<file path="src/mem_stage_macros.svh">
`ifndef MEM_STAGE_MACROS_SVH
`define MEM_STAGE_MACROS_SVH

// datapath and RAM geometry
`define DATA_W     32
`define RAM_ADDR_W 8    // word address bits, 256 words

// load opcodes
`define OP_LB  6'b100000
`define OP_LH  6'b100001
`define OP_LWL 6'b100010
`define OP_LW  6'b100011
`define OP_LBU 6'b100100
`define OP_LHU 6'b100101
`define OP_LWR 6'b100110
`define OP_LL  6'b110000

// store opcodes
`define OP_SB  6'b101000
`define OP_SH  6'b101001
`define OP_SWL 6'b101010
`define OP_SW  6'b101011
`define OP_SWR 6'b101110
`define OP_SC  6'b111000

`endif
</file>
<file path="src/mem_stage_pkg.sv">
`default_nettype none

`include "mem_stage_macros.svh"

package mem_stage_pkg;

    // i-type field view of the instruction word
    typedef struct packed {
        logic [5:0]  op;
        logic [4:0]  rs;
        logic [4:0]  rt;
        logic [15:0] imm;
    } itype_t;

    typedef union packed {
        logic [31:0] raw;
        itype_t      itype;
    } mem_instr_u;

    typedef enum logic [3:0] {
        KIND_NONE, KIND_LW, KIND_LH, KIND_LHU, KIND_LB, KIND_LBU, KIND_LWL, KIND_LWR,
        KIND_LL, KIND_SW, KIND_SH, KIND_SB, KIND_SWL, KIND_SWR, KIND_SC
    } access_kind_e;

    typedef struct packed {
        logic              valid;
        mem_instr_u        instr;
        logic [31:0]       addr;
        logic [`DATA_W-1:0] rt_value;
    } mem_req_t;

    typedef struct packed {
        logic [3:0]            be;
        logic [`RAM_ADDR_W-1:0] word_addr;
        logic [`DATA_W-1:0]    data;
    } ram_wr_t;

    typedef struct packed {
        logic               valid;
        access_kind_e       kind;
        logic [1:0]         addr_low;
        logic [`DATA_W-1:0] rt_value;
        logic               sc_ok;
        logic               fault;
    } m2_stage_t;

    typedef struct packed {
        logic               valid;
        logic [`DATA_W-1:0] data;
        logic               addr_error_load;
        logic               addr_error_store;
    } mem_rsp_t;

    // store class decides which error flag a fault raises
    function automatic logic is_store_kind(access_kind_e kind);
        return kind inside {KIND_SW, KIND_SH, KIND_SB, KIND_SWL, KIND_SWR, KIND_SC};
    endfunction

endpackage

`default_nettype wire

</file>
<file path="src/load_aligner.sv">
`timescale 1ns/1ps
`default_nettype none

`include "mem_stage_macros.svh"

module load_aligner (
    input  mem_stage_pkg::m2_stage_t m2,
    input  logic [`DATA_W-1:0]       rdata,
    output mem_stage_pkg::mem_rsp_t  rsp
);
    import mem_stage_pkg::*;

    logic [7:0]         byte_lane;
    logic [15:0]        half_lane;
    logic [`DATA_W-1:0] rt;
    logic [`DATA_W-1:0] load_data;
    logic               store_class;

    assign byte_lane   = rdata[8*m2.addr_low +: 8];
    assign half_lane   = m2.addr_low[1] ? rdata[31:16] : rdata[15:0];
    assign rt          = m2.rt_value;
    assign store_class = is_store_kind(m2.kind);

    always_comb begin
        case (m2.kind)
            KIND_LW, KIND_LL: load_data = rdata;
            KIND_LH:          load_data = {{16{half_lane[15]}}, half_lane};
            KIND_LHU:         load_data = {16'h0000, half_lane};
            KIND_LB:          load_data = {{24{byte_lane[7]}}, byte_lane};
            KIND_LBU:         load_data = {24'h000000, byte_lane};
            KIND_LWL: begin
                // ram bytes fill the top of rt
                case (m2.addr_low)
                    2'b00:   load_data = {rdata[7:0], rt[23:0]};
                    2'b01:   load_data = {rdata[15:0], rt[15:0]};
                    2'b10:   load_data = {rdata[23:0], rt[7:0]};
                    default: load_data = rdata;
                endcase
            end
            KIND_LWR: begin
                // ram bytes fill the bottom of rt
                case (m2.addr_low)
                    2'b00:   load_data = rdata;
                    2'b01:   load_data = {rt[31:24], rdata[31:8]};
                    2'b10:   load_data = {rt[31:16], rdata[31:16]};
                    default: load_data = {rt[31:8], rdata[31:24]};
                endcase
            end
            KIND_SC:  load_data = {31'b0, m2.sc_ok};   // 1 if the word was written
            default:  load_data = '0;                    // plain stores return zero
        endcase
    end

    assign rsp.valid            = m2.valid;
    assign rsp.data             = (m2.valid && !m2.fault) ? load_data : '0;
    assign rsp.addr_error_load  = m2.valid && m2.fault && !store_class;
    assign rsp.addr_error_store = m2.valid && m2.fault && store_class;

    // fault class comes from the kind decoded back in stage M
    always_comb begin
        a_one_error_flag: assert (!(rsp.addr_error_load === 1'b1 &&
                                    rsp.addr_error_store === 1'b1))
            else $error("load and store error flags both set");
    end

endmodule

`default_nettype wire

</file>
<file path="config.mk">
export PLATFORM = sky130hd
export DESIGN_NAME = load_aligner
export DESIGN_NICKNAME = d
export VERILOG_FILES = /design/src/mem_stage_pkg.sv /design/src/load_aligner.sv
export VERILOG_INCLUDE_DIRS = /design/src
export SDC_FILE = /design/constraint.sdc
export NUM_CORES = 1
export LEC_CHECK = 0
export BUFFER_PORTS_ARGS = -buffer_cell sky130_fd_sc_hd__buf_2
export CORE_ASPECT_RATIO = 0.6
export CORE_MARGIN = 2
export CORE_UTILIZATION = 52
export DETAILED_ROUTE_END_ITERATION = 6
export PLACE_DENSITY = 0.95
export SKIP_LAST_GASP = 1
export SYNTH_ARGS = -nofsm -noshare
export SYNTH_HDL_FRONTEND = slang
export SYNTH_SLANG_ARGS = --single-unit
</file>
<file path="constraint.sdc">
create_clock -name vclk -period 2.35
set_input_delay 0.235 -clock vclk [all_inputs]
set_output_delay 0.235 -clock vclk [all_outputs]
set_load 0.01 [all_outputs]
</file>
==> reports/metrics.cfg <==
[global_routing]
met3_usage_pct=3.307
track_usage_pct=33.60
globalRouteMet2Util_pct=53.04
grtUsageMet1_pct=49.95
busiest_layer=met2
grt_start_max_net_pins=37
grt_pass1_wl_um=12110
grt_pass1_vias=2486
antenna_found_initial=0
globalRouteOverflowTotal=0

[routing]
wl_per_cell_um=18.06
num_vias=2828
postRouteAntennaNets=0
via_per_inst=6.592
dr.pass1.iters=5
routed_wl_um=7746
drc_errors=0
drtIter0Drc=398

[layout]
nets=457
drive_above_1_share_pct=39.79
insertedDiodeCount=0
nClkBuffers=0
multi_input_area_sq_um=1824
utilization_pct=70.18
seqCellArea_sq_um=0
seq_cells=0
fillers=339
area_growth_syn_to_layout_pct=28.70

[power]
ir_drop_mv=0.1343
powerDensity_nw_per_um2=157.8
cellLeakagePower_nw=1.130

[logic_synthesis]
synth_adder_area_share_pct=0
synth_area_leaders=mux2i_1 (18%), a41oi_2 (8.1%), nand2_1 (7.6%), o21ai_0 (6.0%), mux2_2 (5.0%)
syn-num-nets=363
muxShareOfSynthArea_pct=24.49
post_synth_and_or_nand_nor_area_fraction_pct=26.10
synth_seq_area_share_pct=0
synth_area_per_cell_sq_um=6.959
yosys_warnings=0
netlist_instances=290
post-synth-top-count-cell=nand2_1
synth_compound_area_share_pct=38.81
synthDominantCellAreaShare_pct=18.35
synth_top_family_by_area=compound AO/OA/AOI/OAI gates
synth_xor_area_share_pct=0.4340
synthTopCellsByCount=nand2_1 (41), mux2i_1 (37), o21ai_0 (24)
syn_area_sq_um=2018
yosys.cell_types.count=44
yosys.area.top_type=mux2i_1

[floorplan]
die_w_um=84.43
num_rows=17
die_y_um=52.26
core-area_sq_um=3701
dieArea_sq_um=4412
initial_core_util_pct=54.53
num_io_pins=108

[worst_setup_path]
cp-start-kind=input port
path_class=in -> out
path_max_fanout=15
crit_required_ns=2.12
cp_data_arrival_time_ns=1.93
crit_path_end_kind=output pin

[placement]
gp_congestion=0.9588
dp_hpwl_um=5894
numPortBuffers=108

[min_path]
holdPathStages=2
hold_path.class=in -> out

[sta]
fmax_ghz=0.4626
rsz0062_at_grt=false
finalCriticalPeriod_ns=2.162
relSlewSlack_pct=68.73
finalMaxSlewViolations=0
min_period_over_period_pct=92.00
setup_viol=0
hold_viol=0
hold_ws_ns=0.6958
tightest_slew_ns=0.4641
tns_ns=0

[run_status]
status=completed

[clock_network]
post_cts_buffers=0
post_cts_resized=0
holdBufCountCts=0

[job]
max_cap_viol_count=0

critical path, cell delays in order:
cell       delay, ns
buf_2           0.18
nand4bb_1       0.41
nor2_1          0.48
buf_4           0.23
a21oi_1         0.07
a31oi_1         0.17
buf_2           0.16
final cells by class:
| type | instances | area share (%) |
|---|---|---|
| Inverter | 5 | 0.7225 |
| Multi-Input combinational cell | 250 | 70.23 |
| Timing Repair Buffer | 127 | 26.78 |
| Tap cell | 47 | 2.264 |
stage by stage:
| stage | instance area, sq um | power [mW] | cells | worst slack (ns) |
|---|---|---|---|---|
| after global placement | 2597 | 0.3886 | 429 | 0.2643 |
| after CTS | 2597 | 0.3995 | 429 | 0.2457 |
| after global routing | 2597 | 0.4385 | 429 | 0.07663 |
| after detailed placement | 2597 | 0.3979 | 429 | 0.2557 |
| final | 2597 | 0.4100 | 429 | 0.1881 |
| after floorplan | 2018 | 0.2495 | 290 | 0.5255 |
power by group:
part / total [mW] / switching (mW) / internal (mW)
clock network: 0 / 0 / 0
logic: 0.410 / 0.231 / 0.179
registers: 0 / 0 / 0
total: 0.410 / 0.231 / 0.179
metal layers:
metal  routed length (um)  share of wire [%]
met1                 3333                 43
met5                    0                  0
met4                   97                1.3
met3                 1099                 14
met2                 3215                 42
placed cells by master, fill, tap and decap left out, drive strengths merged, types with 4 or more instances in the layout:
cell type	Yosys	routed
nor2	10	10
nor3b	11	11
o22ai	8	8
nor3	10	10
inv	5	5
a222oi	4	4
a31oi	13	13
a22o	8	8
a21oi	8	8
nor2b	7	7
a41oi	17	17
buf	22	127
nor4	8	8
mux2	9	9
o21ai	25	25
a2bb2oi	7	7
mux2i	37	37
nand2	41	41
o211ai	9	9
logic make-up after synthesis:
| logic type | count (synthesis) |
|---|---|
| xor gates and xnor gates | 1 |
| AOI/OAI and AO/OA | 102 |
| muxes | 47 |
| and+or+nand+nor | 100 |
| buffers and inverters | 40 |
path summary, 6_finish.rpt:
path                    from  slack [ns]  endpoint
worst max-delay path  m2[39]        0.19    rsp[4]
worst min-delay path  m2[40]        0.70   rsp[34]
Note: power is estimated with default switching activity, not from simulation.
