==> config.mk <==
export PLATFORM = sky130hd
export DESIGN_NAME = mem_access_ctrl
export DESIGN_NICKNAME = d
export VERILOG_FILES = /design/src/mem_stage_pkg.sv /design/src/mem_access_ctrl.sv /design/src/store_formatter.sv
export VERILOG_INCLUDE_DIRS = /design/src
export SDC_FILE = /design/constraint.sdc
export NUM_CORES = 1
export LEC_CHECK = 0
export ABC_AREA = 1
export CORE_MARGIN = 10
export CORE_UTILIZATION = 50
export CTS_CLUSTER_SIZE = 14
export DETAILED_ROUTE_END_ITERATION = 10
export DONT_BUFFER_PORTS = 1
export PLACE_DENSITY = 0.68
export SYNTH_ARGS = -nofsm -noshare
export SYNTH_HDL_FRONTEND = slang
export SYNTH_SLANG_ARGS = --single-unit
==> constraint.sdc <==
create_clock -name clk -period 1.75 [get_ports clk]
set_input_delay 0.0875 -clock clk [delete_from_list [all_inputs] [get_ports clk]]
set_output_delay 0.0875 -clock clk [all_outputs]
set_load 0.01 [all_outputs]
==> src/mem_stage_macros.svh <==
`ifndef MEM_STAGE_MACROS_SVH
`define MEM_STAGE_MACROS_SVH

// datapath and RAM geometry
`define DATA_W     32
`define RAM_ADDR_W 8    // word address bits, 256 words

// load opcodes
`define OP_LB  6'b100000
`define OP_LH  6'b100001
`define OP_LWL 6'b100010
`define OP_LW  6'b100011
`define OP_LBU 6'b100100
`define OP_LHU 6'b100101
`define OP_LWR 6'b100110
`define OP_LL  6'b110000

// store opcodes
`define OP_SB  6'b101000
`define OP_SH  6'b101001
`define OP_SWL 6'b101010
`define OP_SW  6'b101011
`define OP_SWR 6'b101110
`define OP_SC  6'b111000

`endif
==> src/mem_stage_pkg.sv <==
`default_nettype none

`include "mem_stage_macros.svh"

package mem_stage_pkg;

    // i-type field view of the instruction word
    typedef struct packed {
        logic [5:0]  op;
        logic [4:0]  rs;
        logic [4:0]  rt;
        logic [15:0] imm;
    } itype_t;

    typedef union packed {
        logic [31:0] raw;
        itype_t      itype;
    } mem_instr_u;

    typedef enum logic [3:0] {
        KIND_NONE, KIND_LW, KIND_LH, KIND_LHU, KIND_LB, KIND_LBU, KIND_LWL, KIND_LWR,
        KIND_LL, KIND_SW, KIND_SH, KIND_SB, KIND_SWL, KIND_SWR, KIND_SC
    } access_kind_e;

    typedef struct packed {
        logic              valid;
        mem_instr_u        instr;
        logic [31:0]       addr;
        logic [`DATA_W-1:0] rt_value;
    } mem_req_t;

    typedef struct packed {
        logic [3:0]            be;
        logic [`RAM_ADDR_W-1:0] word_addr;
        logic [`DATA_W-1:0]    data;
    } ram_wr_t;

    typedef struct packed {
        logic               valid;
        access_kind_e       kind;
        logic [1:0]         addr_low;
        logic [`DATA_W-1:0] rt_value;
        logic               sc_ok;
        logic               fault;
    } m2_stage_t;

    typedef struct packed {
        logic               valid;
        logic [`DATA_W-1:0] data;
        logic               addr_error_load;
        logic               addr_error_store;
    } mem_rsp_t;

    // store class decides which error flag a fault raises
    function automatic logic is_store_kind(access_kind_e kind);
        return kind inside {KIND_SW, KIND_SH, KIND_SB, KIND_SWL, KIND_SWR, KIND_SC};
    endfunction

endpackage

`default_nettype wire

==> src/mem_access_ctrl.sv <==
`timescale 1ns/1ps
`default_nettype none

`include "mem_stage_macros.svh"

module mem_access_ctrl (
    input  logic                        clk,
    input  logic                        rst,
    input  mem_stage_pkg::mem_req_t     req,
    output mem_stage_pkg::ram_wr_t      ram_wr,
    output logic [`RAM_ADDR_W-1:0]      rd_word_addr,
    output mem_stage_pkg::m2_stage_t    m2
);
    import mem_stage_pkg::*;

    access_kind_e       kind;
    logic [1:0]         addr_low;
    logic               misaligned;
    logic               fault;
    logic               link;       // ll/sc reservation
    logic               sc_ok;
    logic               wr_allow;
    logic [3:0]         fmt_be;
    logic [`DATA_W-1:0] fmt_data;

    assign addr_low = req.addr[1:0];

    always_comb begin
        case (req.instr.itype.op)
            `OP_LW:  kind = KIND_LW;
            `OP_LH:  kind = KIND_LH;
            `OP_LHU: kind = KIND_LHU;
            `OP_LB:  kind = KIND_LB;
            `OP_LBU: kind = KIND_LBU;
            `OP_LWL: kind = KIND_LWL;
            `OP_LWR: kind = KIND_LWR;
            `OP_LL:  kind = KIND_LL;
            `OP_SW:  kind = KIND_SW;
            `OP_SH:  kind = KIND_SH;
            `OP_SB:  kind = KIND_SB;
            `OP_SWL: kind = KIND_SWL;
            `OP_SWR: kind = KIND_SWR;
            `OP_SC:  kind = KIND_SC;
            default: kind = KIND_NONE;  // not a memory op
        endcase
    end

    // word kinds need 00, halfword kinds need bit 0 clear
    always_comb begin
        case (kind)
            KIND_LW, KIND_LL, KIND_SW, KIND_SC: misaligned = |addr_low;
            KIND_LH, KIND_LHU, KIND_SH:         misaligned = addr_low[0];
            default:                            misaligned = 1'b0;
        endcase
    end

    assign fault    = req.valid && misaligned;
    assign sc_ok    = (kind == KIND_SC) && link;
    assign wr_allow = req.valid && !fault && ((kind != KIND_SC) || link);

    store_formatter i_store_formatter (
        .kind     (kind),
        .addr_low (addr_low),
        .rt_value (req.rt_value),
        .be       (fmt_be),
        .data     (fmt_data)
    );

    assign ram_wr.be        = wr_allow ? fmt_be : 4'b0000;
    assign ram_wr.word_addr = req.addr[`RAM_ADDR_W+1:2];
    assign ram_wr.data      = fmt_data;
    assign rd_word_addr     = req.addr[`RAM_ADDR_W+1:2];  // upper address bits ignored

    // sc clears the link whether it succeeds or not
    always_ff @(posedge clk) begin
        if (rst) begin
            link <= 1'b0;
        end else if (req.valid && !fault) begin
            if (kind == KIND_LL) begin
                link <= 1'b1;
            end else if (kind == KIND_SC) begin
                link <= 1'b0;
            end
        end
    end

    // M to M2 register
    always_ff @(posedge clk) begin
        m2.kind     <= kind;
        m2.addr_low <= addr_low;
        m2.rt_value <= req.rt_value;
        m2.sc_ok    <= sc_ok;
        m2.fault    <= fault;
        if (rst) begin
            m2.valid <= 1'b0;
        end else begin
            m2.valid <= req.valid;
        end
    end

    // misaligned word or halfword opcode blocks the write and leaves the link bit as it was
    a_fault_no_side_effect: assert property (@(posedge clk) disable iff (rst)
        req.valid &&
        ((req.instr.itype.op inside {`OP_LW, `OP_LL, `OP_SW, `OP_SC} &&
          req.addr[1:0] != 2'b00) ||
         (req.instr.itype.op inside {`OP_LH, `OP_LHU, `OP_SH} && req.addr[0]))
        |-> (ram_wr.be == 4'b0000) ##1 $stable(link));

endmodule

`default_nettype wire

==> src/store_formatter.sv <==
`timescale 1ns/1ps
`default_nettype none

`include "mem_stage_macros.svh"

module store_formatter (
    input  mem_stage_pkg::access_kind_e kind,
    input  logic [1:0]                  addr_low,
    input  logic [`DATA_W-1:0]          rt_value,
    output logic [3:0]                  be,
    output logic [`DATA_W-1:0]          data
);
    import mem_stage_pkg::*;

    always_comb begin
        be   = 4'b0000;
        data = rt_value;
        case (kind)
            KIND_SW, KIND_SC: begin
                be = 4'b1111;
            end
            KIND_SH: begin
                be   = addr_low[1] ? 4'b1100 : 4'b0011;
                data = {2{rt_value[15:0]}};         // both halves carry the data
            end
            KIND_SB: begin
                be   = 4'b0001 << addr_low;
                data = {4{rt_value[7:0]}};
            end
            KIND_SWL: begin
                // high bytes of rt down to the addressed byte
                case (addr_low)
                    2'b00: begin
                        be   = 4'b0001;
                        data = {4{rt_value[31:24]}};
                    end
                    2'b01: begin
                        be   = 4'b0011;
                        data = {2{rt_value[31:16]}};
                    end
                    2'b10: begin
                        be   = 4'b0111;
                        data = {8'h00, rt_value[31:8]};
                    end
                    default: begin
                        be   = 4'b1111;
                        data = rt_value;
                    end
                endcase
            end
            KIND_SWR: begin
                // low bytes of rt from the addressed byte up
                case (addr_low)
                    2'b00: begin
                        be   = 4'b1111;
                        data = rt_value;
                    end
                    2'b01: begin
                        be   = 4'b1110;
                        data = {rt_value[23:0], 8'h00};
                    end
                    2'b10: begin
                        be   = 4'b1100;
                        data = {2{rt_value[15:0]}};
                    end
                    default: begin
                        be   = 4'b1000;
                        data = {4{rt_value[7:0]}};
                    end
                endcase
            end
            default: begin
                be = 4'b0000;   // loads and non-memory ops
            end
        endcase

        if (is_store_kind(kind)) begin
            a_store_has_lanes: assert (be != 4'b0000)
                else $error("store kind %s produced no byte enables", kind.name());
        end
    end

endmodule

`default_nettype wire

==> results of run 1 <==
==> metal layers <==
metal  vias up  track usage (%)  part of all wire [%]
li1       1631                -                     -
met1      1661             25.8                    36
met2       248             40.2                    48
met3        54             8.33                    13
met4         0             9.21                   3.3
met5         -                0                     0
==> layout by cell type, fill, tap and decap left out, types with 11 or more instances in the layout <==
master	count
sky130_fd_sc_hd__a21oi_1	17
sky130_fd_sc_hd__buf_4	59
sky130_fd_sc_hd__buf_6	12
sky130_fd_sc_hd__dfxtp_1	42
sky130_fd_sc_hd__dlygate4sd3_1	36
sky130_fd_sc_hd__inv_1	41
sky130_fd_sc_hd__inv_2	11
sky130_fd_sc_hd__nand2_1	88
sky130_fd_sc_hd__nand2_2	19
sky130_fd_sc_hd__nor2_1	40
sky130_fd_sc_hd__o21ai_0	29
sky130_fd_sc_hd__o22ai_1	14
==> stage by stage <==
stage / instances / hold slack (ns) / area, µm² / power, µW / util, %
2_1_floorplan: 440 / 0.115 / 2910 / 1450 / -
3_3_place_gp: 543 / 0.115 / 3280 / 1570 / 58.9
3_5_place_dp: 543 / 0.115 / 3280 / 1580 / 58.9
4_1_cts: 601 / 0.0126 / 4140 / 2360 / 74.2
5_1_grt: 605 / 0.0437 / 4300 / 2500 / 77.1
6_report: 605 / 0.0181 / 4300 / 2410 / 77.1
==> worst reg2reg max path, delay by kind of cell (launching register included) <==
kind               cells  cell delay (ns)
AOI/OAI and AO/OA      1             0.11
DFF                    1             0.41
and+or+nand+nor        1             0.08
==> cells by family after synthesis <==
logic type,Yosys count,synth area share [%]
compound gates,115,24.2
fa+ha+maj,5,2.15
buf+inv,84,13.8
flops,42,28.9
mux,3,1.03
simple gates,191,29.9
==> report_power, final <==
part / switching [µW] / internal, µW / total, µW
logic: 380 / 306 / 686
clock network: 345 / 319 / 664
registers: 48.7 / 1010 / 1060
total: 774 / 1630 / 2410
==> state kept, by name, summed over array words and instances (netlist names) <==
signal / count
link: 1
m2: 41
==> area by class of cell <==
| type | instances | area [µm²] | share of cell area [%] |
|---|---|---|---|
| Sequential cell | 42 | 841 | 19.6 |
| Timing Repair Buffer | 113 | 1070 | 24.9 |
| Clock buffer | 7 | 86.3 | 2.01 |
| Multi-Input combinational cell | 315 | 1990 | 46.3 |
| Clock inverter | 1 | 5.00 | 0.117 |
| Inverter | 55 | 215 | 5.01 |
| Tap cell | 72 | 90.1 | 2.10 |
==> how the worst min path moves through the flow <==
stage              to  slack, ns  depth (start not counted)
5_1_grt        m2[37]       0.04                          3
6_report         link       0.02                          3
3_5_place_dp   m2[26]       0.12                          0
2_1_floorplan  m2[10]       0.12                          0
4_1_cts          link       0.01                          3
3_3_place_gp   m2[26]       0.12                          0
==> repair_timing <==
item / 4_1_cts / 5_1_grt
pin swaps: 19 / 8
setup buffers: 12 / 3
setup endpoints to repair: 36 / 36
hold buffers: 36 / 0
gates resized for setup: 71 / 33
hold endpoints to repair: 37 / 0
cloned: 2 / 1
==> results.sh, run 1 <==
export IMPL_run_status="finished with violations"
export IMPL_violations="setup timing"
export IMPL_reg2reg_from="link"
export IMPL_wl_um=11900
export IMPL_ff2ff_path_depth=2
export IMPL_final_period_utilization_pct=110
export IMPL_insertion_delay_ns=0.30
export IMPL_maximum_number_of_pins_on_one_net_before_global_route_repair=40
export IMPL_route_vias_total=3594
export IMPL_cp_data_arrival_time_ns=1.84
export IMPL_antenna_cells_inserted=0
export IMPL_netlist_area_um2=2910
export IMPL_finalWeightedCongestion=0.905
export IMPL_final_fill_count=388
export IMPL_design_final_nets=636
export IMPL_design_core_area_um2=5570
export IMPL_slew_violations=0
export IMPL_depth_of_the_critical_timing_path_with_buffers_and_inverters_included=16
export IMPL_final_period_minus_worst_setup_slack_ns=1.92
export IMPL_ff2ff_setup_slack_ns=1.09
export IMPL_layout_drive_gt1_share_pct=33.6
export IMPL_pre_cts_ws_ns=-0.208
export IMPL_synth_enable_flop_cells=0
export IMPL_cell_type_with_the_largest_total_area_after_synthesis="sky130_fd_sc_hd__dfxtp_1"
export IMPL_globalRouteOverflowTotal=0
export IMPL_synthDominantCellAreaShare_pct=28.9
export IMPL_cp_max_fo=6
export IMPL_critPathCaptureType="output port"
export IMPL_fp_dieW_um=96.3
export IMPL_first_global_vias=3401
export IMPL_groute_usage_overall_pct=23.4
export IMPL_fp_dieH_um=96.3
export IMPL_critical_path_startpoint_type="primary input"
export IMPL_min_path_type="in -> reg"
export IMPL_cpLargestDelayFamily="simple AND/OR/NAND/NOR gates"
export IMPL_die_area_um2=9270
export IMPL_synth_warning_count=0
export IMPL_first_pass_iters=5
export IMPL_max_slew_margin_pct=73.3
export IMPL_count_of_antenna_violating_nets_left_after_detailed_routing=0
export IMPL_cp_common_cell="sky130_fd_sc_hd__nand2_1"
export IMPL_buffer_ports_inserted=0
export IMPL_hold_violations=0
export IMPL_start_util_pct=52.2
export IMPL_clock_root_buffer="sky130_fd_sc_hd__clkbuf_8"
export IMPL_setup_violations=34
export IMPL_setup_worst_path_start="req[90]"
export IMPL_setup_tns_final_ns=-2.61
export IMPL_clk_transition_reported_paths_ns=0.07
export IMPL_drt_initial_drc_count=384
export IMPL_post_drt_wl_per_cell_um=19.7
export IMPL_antenna_found_initial=0
export IMPL_critical_path_cell_chain="clkinvlp_4, ha_2, nor2_1, nand2_1, nand2_1, nand2_2, nand2_4, nand2_8, nor2_8, inv_2, nand2_4, buf_8, nand2_1, a31oi_1, a31oi_1, buf_4"
export IMPL_cp_endpoint="ram_wr[20]"
export IMPL_average_via_count_per_standard_cell=5.94
export IMPL_syn_inst=440
export IMPL_cpPeakStageDelay_ns=0.20
export IMPL_timing_clock_skew_ns=0.000168
export IMPL_cts_path_max_buffers=2
export IMPL_power_per_cell_area_nw_per_um2=560
export IMPL_worst_ir_drop_vdd_uv=353
export IMPL_timing_worst_slew_pin_value_ns=0.400
export IMPL_hpwlAfterDp_um=7600
export IMPL_cts_tree="done"
export IMPL_cap_violations=0
export IMPL_max_freq_mhz=520
export IMPL_rows=27
export IMPL_postLayoutSetupSlackWorst_ns=-0.174
export IMPL_timing_setup_critical_path_class="in -> out"
export IMPL_rsz_0062_raised_after_global_routing="true"
export IMPL_worstPathBufferInverterCount=4
export IMPL_worst_endpoint_required_ns=1.66
export IMPL_ys_seq_area_share_pct=28.9
export IMPL_synth_area_per_cell_um2=6.61
export IMPL_grt_pass1_wl_um=17300
export IMPL_io_pins=192
export IMPL_number_of_synthesized_register_bits=42
export IMPL_netlist_cell_type_count=37
export IMPL_cts_buffers=5
export IMPL_synth_most_common_cell="sky130_fd_sc_hd__nand2_1"
export IMPL_ys_top_cells_by_count="107 x sky130_fd_sc_hd__nand2_1, 49 x sky130_fd_sc_hd__nor2_1, 46 x sky130_fd_sc_hd__inv_1, 42 x sky130_fd_sc_hd__dfxtp_1, 42 x sky130_fd_sc_hd__o21ai_0"
export IMPL_synthArstFlopShare_pct=0
export IMPL_holdCritStartpoint="req[96]"
export IMPL_htree_levels=2
export IMPL_flow_area_growth_from_synthesis_pct=47.7
export IMPL_synth_area_leaders="sky130_fd_sc_hd__dfxtp_1 29%, sky130_fd_sc_hd__nand2_1 14%, sky130_fd_sc_hd__o21ai_0 7.2%, sky130_fd_sc_hd__nor2_1 6.3%, sky130_fd_sc_hd__inv_1 5.9%"
export IMPL_numClockSinks=42
export IMPL_timing_critical_path_slowest_stage_cell="sky130_fd_sc_hd__ha_2"
export IMPL_post_synthesis_net_count=544
export IMPL_residual_drc=0
export IMPL_synth_top_flop_cell="sky130_fd_sc_hd__dfxtp_1"
export IMPL_worst_r2r_endpoint="link"
export IMPL_power_static_leakage_uw=0.00198
(Power assumes the default switching activity.)
==> run 2, diff against run 1 <==
PLACE_DENSITY = default   (was 0.68)
clock period = 1.84 ns   (was 1.75 ns; I/O delays follow)
==> run 2 against run 1 <==
- the run still ends with setup timing left
- die area unchanged
- worst hold slack better by 0.016 ns
- via count down 4.6%
- routed wire length decreased by 8.2%
==> results.sh, run 2 (same netlist as run 1, synthesis figures left out) <==
export IMPL_start_util_pct=52.2
export IMPL_fp_dieH_um=96.3
export IMPL_postLayoutSetupSlackWorst_ns=-0.00543
export IMPL_cp_max_fo=7
export IMPL_fp_dieW_um=96.3
export IMPL_clock_root_buffer="sky130_fd_sc_hd__clkbuf_8"
export IMPL_min_path_type="in -> reg"
export IMPL_cap_violations=0
export IMPL_groute_usage_overall_pct=22.1
export IMPL_critPathCaptureType="output port"
export IMPL_hold_path_depth=3
export IMPL_critical_path_cell_chain="inv_12, ha_4, inv_2, nand2_2, nand3_2, nand2_2, nor2_4, nand2_4, nor2_4, inv_2, nor2_4, buf_6, nand2_2, a21oi_2, buf_4"
export IMPL_finalWeightedCongestion=0.855
export IMPL_timing_worst_slew_pin_value_ns=0.436
export IMPL_cts_path_max_buffers=2
export IMPL_max_freq_mhz=542
export IMPL_antenna_found_initial=0
export IMPL_setup_violations=3
export IMPL_globalRouteOverflowTotal=0
export IMPL_max_slew_margin_pct=70.6
export IMPL_critical_path_startpoint_type="primary input"
export IMPL_rows=27
export IMPL_final_period_utilization_pct=100
export IMPL_power_static_leakage_uw=0.00193
export IMPL_design_core_area_um2=5570
export IMPL_totalPowerFinal_uw=2550
export IMPL_numClockSinks=42
export IMPL_hpwlAfterDp_um=7490
export IMPL_residual_drc=0
export IMPL_io_pins=192
export IMPL_maximum_number_of_pins_on_one_net_before_global_route_repair=40
export IMPL_wl_um=11000
export IMPL_htree_levels=2
export IMPL_flow_area_growth_from_synthesis_pct=46.3
export IMPL_insertion_delay_ns=0.29
export IMPL_first_global_vias=3280
export IMPL_layout_drive_gt1_share_pct=32.5
export IMPL_drt_initial_drc_count=257
export IMPL_biggestRegsByFlops="m2 x41, link x1"
export IMPL_timing_setup_critical_path_class="in -> out"
export IMPL_timing_critical_path_slowest_stage_cell="sky130_fd_sc_hd__ha_4"
export IMPL_cts_buffers=5
export IMPL_cp_data_arrival_time_ns=1.75
export IMPL_first_pass_iters=5
export IMPL_post_drt_wl_per_cell_um=18.1
export IMPL_clk_transition_reported_paths_ns=0.08
export IMPL_count_of_antenna_violating_nets_left_after_detailed_routing=0
export IMPL_average_via_count_per_standard_cell=5.68
export IMPL_power_per_cell_area_nw_per_um2=599
export IMPL_slew_violations=0
export IMPL_final_period_minus_worst_setup_slack_ns=1.85
export IMPL_registers_top_by_ff_count="m2"
export IMPL_cp_endpoint="ram_wr[18]"
export IMPL_cpPeakStageDelay_ns=0.23
export IMPL_ff2ff_path_depth=2
export IMPL_timing_clock_skew_ns=0.000233
export IMPL_setup_tns_final_ns=-0.00822
export IMPL_grt_pass1_wl_um=16600
export IMPL_run_status="finished with violations"
export IMPL_antenna_cells_inserted=0
export IMPL_layout_cells_most_common="sky130_fd_sc_hd__nand2_1"
export IMPL_worst_ir_drop_vdd_uv=423
export IMPL_design_final_nets=635
export IMPL_cts_tree="done"
export IMPL_hold_violations=0
export IMPL_worst_endpoint_required_ns=1.75
export IMPL_ff2ff_setup_slack_ns=1.19
export IMPL_final_fill_count=427
export IMPL_most_common_layout_cells="96 x sky130_fd_sc_hd__nand2_1, 65 x sky130_fd_sc_hd__buf_4, 42 x sky130_fd_sc_hd__inv_1, 42 x sky130_fd_sc_hd__dfxtp_1, 39 x sky130_fd_sc_hd__nor2_1"
export IMPL_reg2reg_from="link"
export IMPL_rsz_0062_raised_after_global_routing="true"
export IMPL_worst_r2r_endpoint="link"
export IMPL_violations="setup timing"
export IMPL_setup_worst_path_start="req[90]"
export IMPL_largest_register_ffs=41
export IMPL_die_area_um2=9270
export IMPL_buffer_ports_inserted=0
export IMPL_route_vias_total=3428
==> run 2: how the worst min path moves through the flow <==
| stage | start | to | slack, ns |
|---|---|---|---|
| finish | req[96] | link | 0.03 |
| global route | req[96] | link | 0.06 |
| CTS | req[96] | link | 0.03 |
| detailed placement | req[24] | m2[26] | 0.12 |
| global placement | req[24] | m2[26] | 0.12 |
| floorplan | req[8] | m2[10] | 0.12 |
==> run 2: timing repair <==
action                                 4_1_cts  5_1_grt
cloned                                       1        0
pin swaps                                   18       33
setup endpoints to repair                   36       35
gates resized for setup                     30       64
endpoints found under the hold margin       37        0
hold buffers                                36        0
buffers inserted                             5       10
==> run 2: area by class of cell <==
class,count,area [µm²],area share [%]
multi-input cells,314,1950,45.9
well taps,72,90.1,2.12
flip-flops and latches,42,841,19.8
clock inverters,2,60.1,1.41
inverters,55,234,5.50
repair buffers,113,995,23.4
clock buffers,6,82.6,1.94
==> run 2: worst max-delay path, delay by kind of cell <==
kind	cells	cell delay [ns]
buffers and inverters	5	0.44
AO/OA/AOI/OAI	1	0.13
adder cells (fa/ha/maj)	1	0.23
AND/OR/NAND/NOR	8	0.88
==> run 2: routing by layer <==
| layer | global-route usage, % | up-vias | wire (µm) |
|---|---|---|---|
| met2 | 34.8 | 223 | 4880 |
| met1 | 27.5 | 1535 | 4290 |
| li1 | - | 1637 | - |
| met3 | 7.86 | 33 | 1520 |
| met5 | 0 | - | 0 |
| met4 | 6.88 | 0 | 261 |
==> run 2: power breakdown <==
group	leakage (µW)	switching, µW	total (µW)	internal, µW
Sequential	0.000353	45.0	1000	958
Combinational	0.00151	348	636	288
Clock	0.0000714	331	910	579
==> run 2: through the flow <==
| stage | util [%] | instances | setup WS (ns) | cell area (µm²) | hold WS (ns) |
|---|---|---|---|---|---|
| 6_report | 76.3 | 604 | -0.00543 | 4250 | 0.0338 |
| 5_1_grt | 76.3 | 604 | -0.0991 | 4250 | 0.0556 |
| 4_1_cts | 70.9 | 594 | 0.00346 | 3950 | 0.0260 |
| 3_5_place_dp | 59.0 | 544 | -0.165 | 3290 | 0.120 |
| 3_3_place_gp | 59.0 | 544 | -0.162 | 3290 | 0.120 |
| 2_1_floorplan | - | 440 | 0.0896 | 2910 | 0.120 |
==> run 3, diff against run 2 <==
SETUP_SLACK_MARGIN = 0.4   (was default)
==> run 3 against run 2 <==
- the flow now finishes without violations
- core utilization is 0.38 points higher
- combinational power grew 0.9%
- die area did not move
- sequential share of layout area down 0.098 points
- critical path type unchanged
- largest power group unchanged
==> results.sh, run 3 (same netlist as run 1, synthesis figures left out) <==
export IMPL_average_via_count_per_standard_cell=5.72
export IMPL_hold_violations=0
export IMPL_max_slew_margin_pct=69.9
export IMPL_critPathCaptureType="output port"
export IMPL_run_status="finished, final reports clean"
export IMPL_wl_um=10800
export IMPL_globalRouteOverflowTotal=0
export IMPL_start_util_pct=52.2
export IMPL_worst_endpoint_required_ns=1.75
export IMPL_totalPowerFinal_uw=2280
export IMPL_layout_cells_most_common="sky130_fd_sc_hd__nand2_1"
export IMPL_residual_drc=0
export IMPL_registers_top_by_ff_count="m2"
export IMPL_power_per_cell_area_nw_per_um2=534
export IMPL_clock_root_buffer="sky130_fd_sc_hd__clkbuf_8"
export IMPL_cts_tree="done"
export IMPL_final_period_utilization_pct=96.1
export IMPL_postLayoutSetupSlackWorst_ns=0.0722
export IMPL_drt_initial_drc_count=179
export IMPL_hpwlAfterDp_um=7250
export IMPL_pre_cts_ws_ns=0.0332
export IMPL_worst_ir_drop_vdd_uv=359
export IMPL_power_static_leakage_uw=0.00183
export IMPL_design_core_area_um2=5570
export IMPL_insertion_delay_ns=0.29
export IMPL_maximum_number_of_pins_on_one_net_before_global_route_repair=40
export IMPL_place_area_um2=3120
export IMPL_post_drt_wl_per_cell_um=19.0
export IMPL_fp_dieW_um=96.3
export IMPL_min_path_type="in -> reg"
export IMPL_numClockSinks=42
export IMPL_critical_path_startpoint_type="primary input"
export IMPL_die_area_um2=9270
export IMPL_htree_levels=2
export IMPL_io_pins=192
export IMPL_slew_violations=0
export IMPL_grt_pass1_wl_um=16300
export IMPL_ff2ff_path_depth=2
export IMPL_largest_register_ffs=41
export IMPL_most_common_layout_cells="94 x sky130_fd_sc_hd__nand2_1, 42 x sky130_fd_sc_hd__inv_1, 42 x sky130_fd_sc_hd__dfxtp_1, 39 x sky130_fd_sc_hd__nor2_1, 36 x sky130_fd_sc_hd__dlygate4sd3_1"
export IMPL_route_vias_total=3254
export IMPL_rsz_0062_raised_after_global_routing="true"
export IMPL_post_layout_instance_area_um2=4280
export IMPL_fp_dieH_um=96.3
export IMPL_finalWeightedCongestion=0.902
export IMPL_clk_transition_reported_paths_ns=0.08
export IMPL_final_period_minus_worst_setup_slack_ns=1.77
export IMPL_max_freq_mhz=566
export IMPL_cap_violations=0
export IMPL_design_final_nets=600
export IMPL_flow_area_growth_from_synthesis_pct=47.0
export IMPL_buffer_ports_inserted=0
export IMPL_timing_setup_critical_path_class="in -> out"
export IMPL_cp_data_arrival_time_ns=1.68
export IMPL_first_pass_iters=5
export IMPL_biggestRegsByFlops="m2 x41, link x1"
export IMPL_layout_drive_gt1_share_pct=32.6
export IMPL_rows=27
export IMPL_timing_clock_skew_ns=0.000122
export IMPL_timing_worst_slew_pin_value_ns=0.450
export IMPL_setup_violations=0
export IMPL_count_of_antenna_violating_nets_left_after_detailed_routing=0
export IMPL_groute_usage_overall_pct=21.9
export IMPL_cp_max_fo=4
export IMPL_antenna_cells_inserted=0
export IMPL_cts_buffers=5
export IMPL_cts_path_max_buffers=2
export IMPL_antenna_found_initial=0
export IMPL_first_global_vias=3145
export IMPL_hold_path_depth=3
-- run 3: worst max-delay path, stage by stage --
cell	delay (ns)
sky130_fd_sc_hd__inv_16	0.02
sky130_fd_sc_hd__ha_4	0.23
sky130_fd_sc_hd__nand2_1	0.08
sky130_fd_sc_hd__nand2_1	0.06
sky130_fd_sc_hd__nor2_2	0.15
sky130_fd_sc_hd__nor2_4	0.07
sky130_fd_sc_hd__nand2_2	0.11
sky130_fd_sc_hd__nor2_2	0.07
sky130_fd_sc_hd__nor2_2	0.19
sky130_fd_sc_hd__nand2_1	0.10
sky130_fd_sc_hd__nand2_2	0.08
sky130_fd_sc_hd__nand2_2	0.05
sky130_fd_sc_hd__inv_2	0.08
sky130_fd_sc_hd__o211ai_4	0.13
sky130_fd_sc_hd__nor2_4	0.14
-- run 3: final timing paths --
path / startpoint / end / slack [ns]
setup / recovery: req[90] / ram_wr[41] / 0.07
hold reg to reg: link / m2[1] / 0.49
hold / removal: req[96] / link / 0.02
setup reg to reg: link / link / 1.20
-- run 3: report_power, final --
part / internal [µW] / total [µW] / switching, µW
logic: 274 / 642 / 368
clock network: 302 / 636 / 334
registers: 958 / 1000 / 45.5
-- run 3: routing by layer --
layer / vias up / GRT usage, % / routed length (µm)
met5: - / 0 / 0
met4: 0 / 5.53 / 134
met3: 18 / 8.33 / 1420
met2: 173 / 34.6 / 5050
met1: 1498 / 27.3 / 4200
li1: 1565 / - / -
-- run 3: metrics by stage --
step	instances	utilization (%)	hold slack, ns	setup TNS [ns]
floorplan	440	-	0.120	0
CTS	563	72.4	0.0116	0
detailed placement	502	56.0	0.120	0
global placement	502	56.0	0.120	0
global route	569	76.7	0.0505	-0.109
finish	569	76.7	0.0167	0
-- run 3: cell type report --
class / count / area, µm²
Clock buffer: 6 / 82.6
Clock inverter: 2 / 12.5
Tap cell: 72 / 90.1
Fill cell: 427 / 1300
Multi-Input combinational cell: 315 / 2240
Timing Repair Buffer: 77 / 742
Inverter: 55 / 263
Sequential cell: 42 / 841
-- run 3: timing repair --
item,4_1_cts,5_1_grt
pin swaps,31,20
hold endpoints to repair,37,0
cloned,1,0
gates resized for setup,64,44
setup buffers,16,6
hold buffers,36,0
endpoints found under the setup margin,36,37
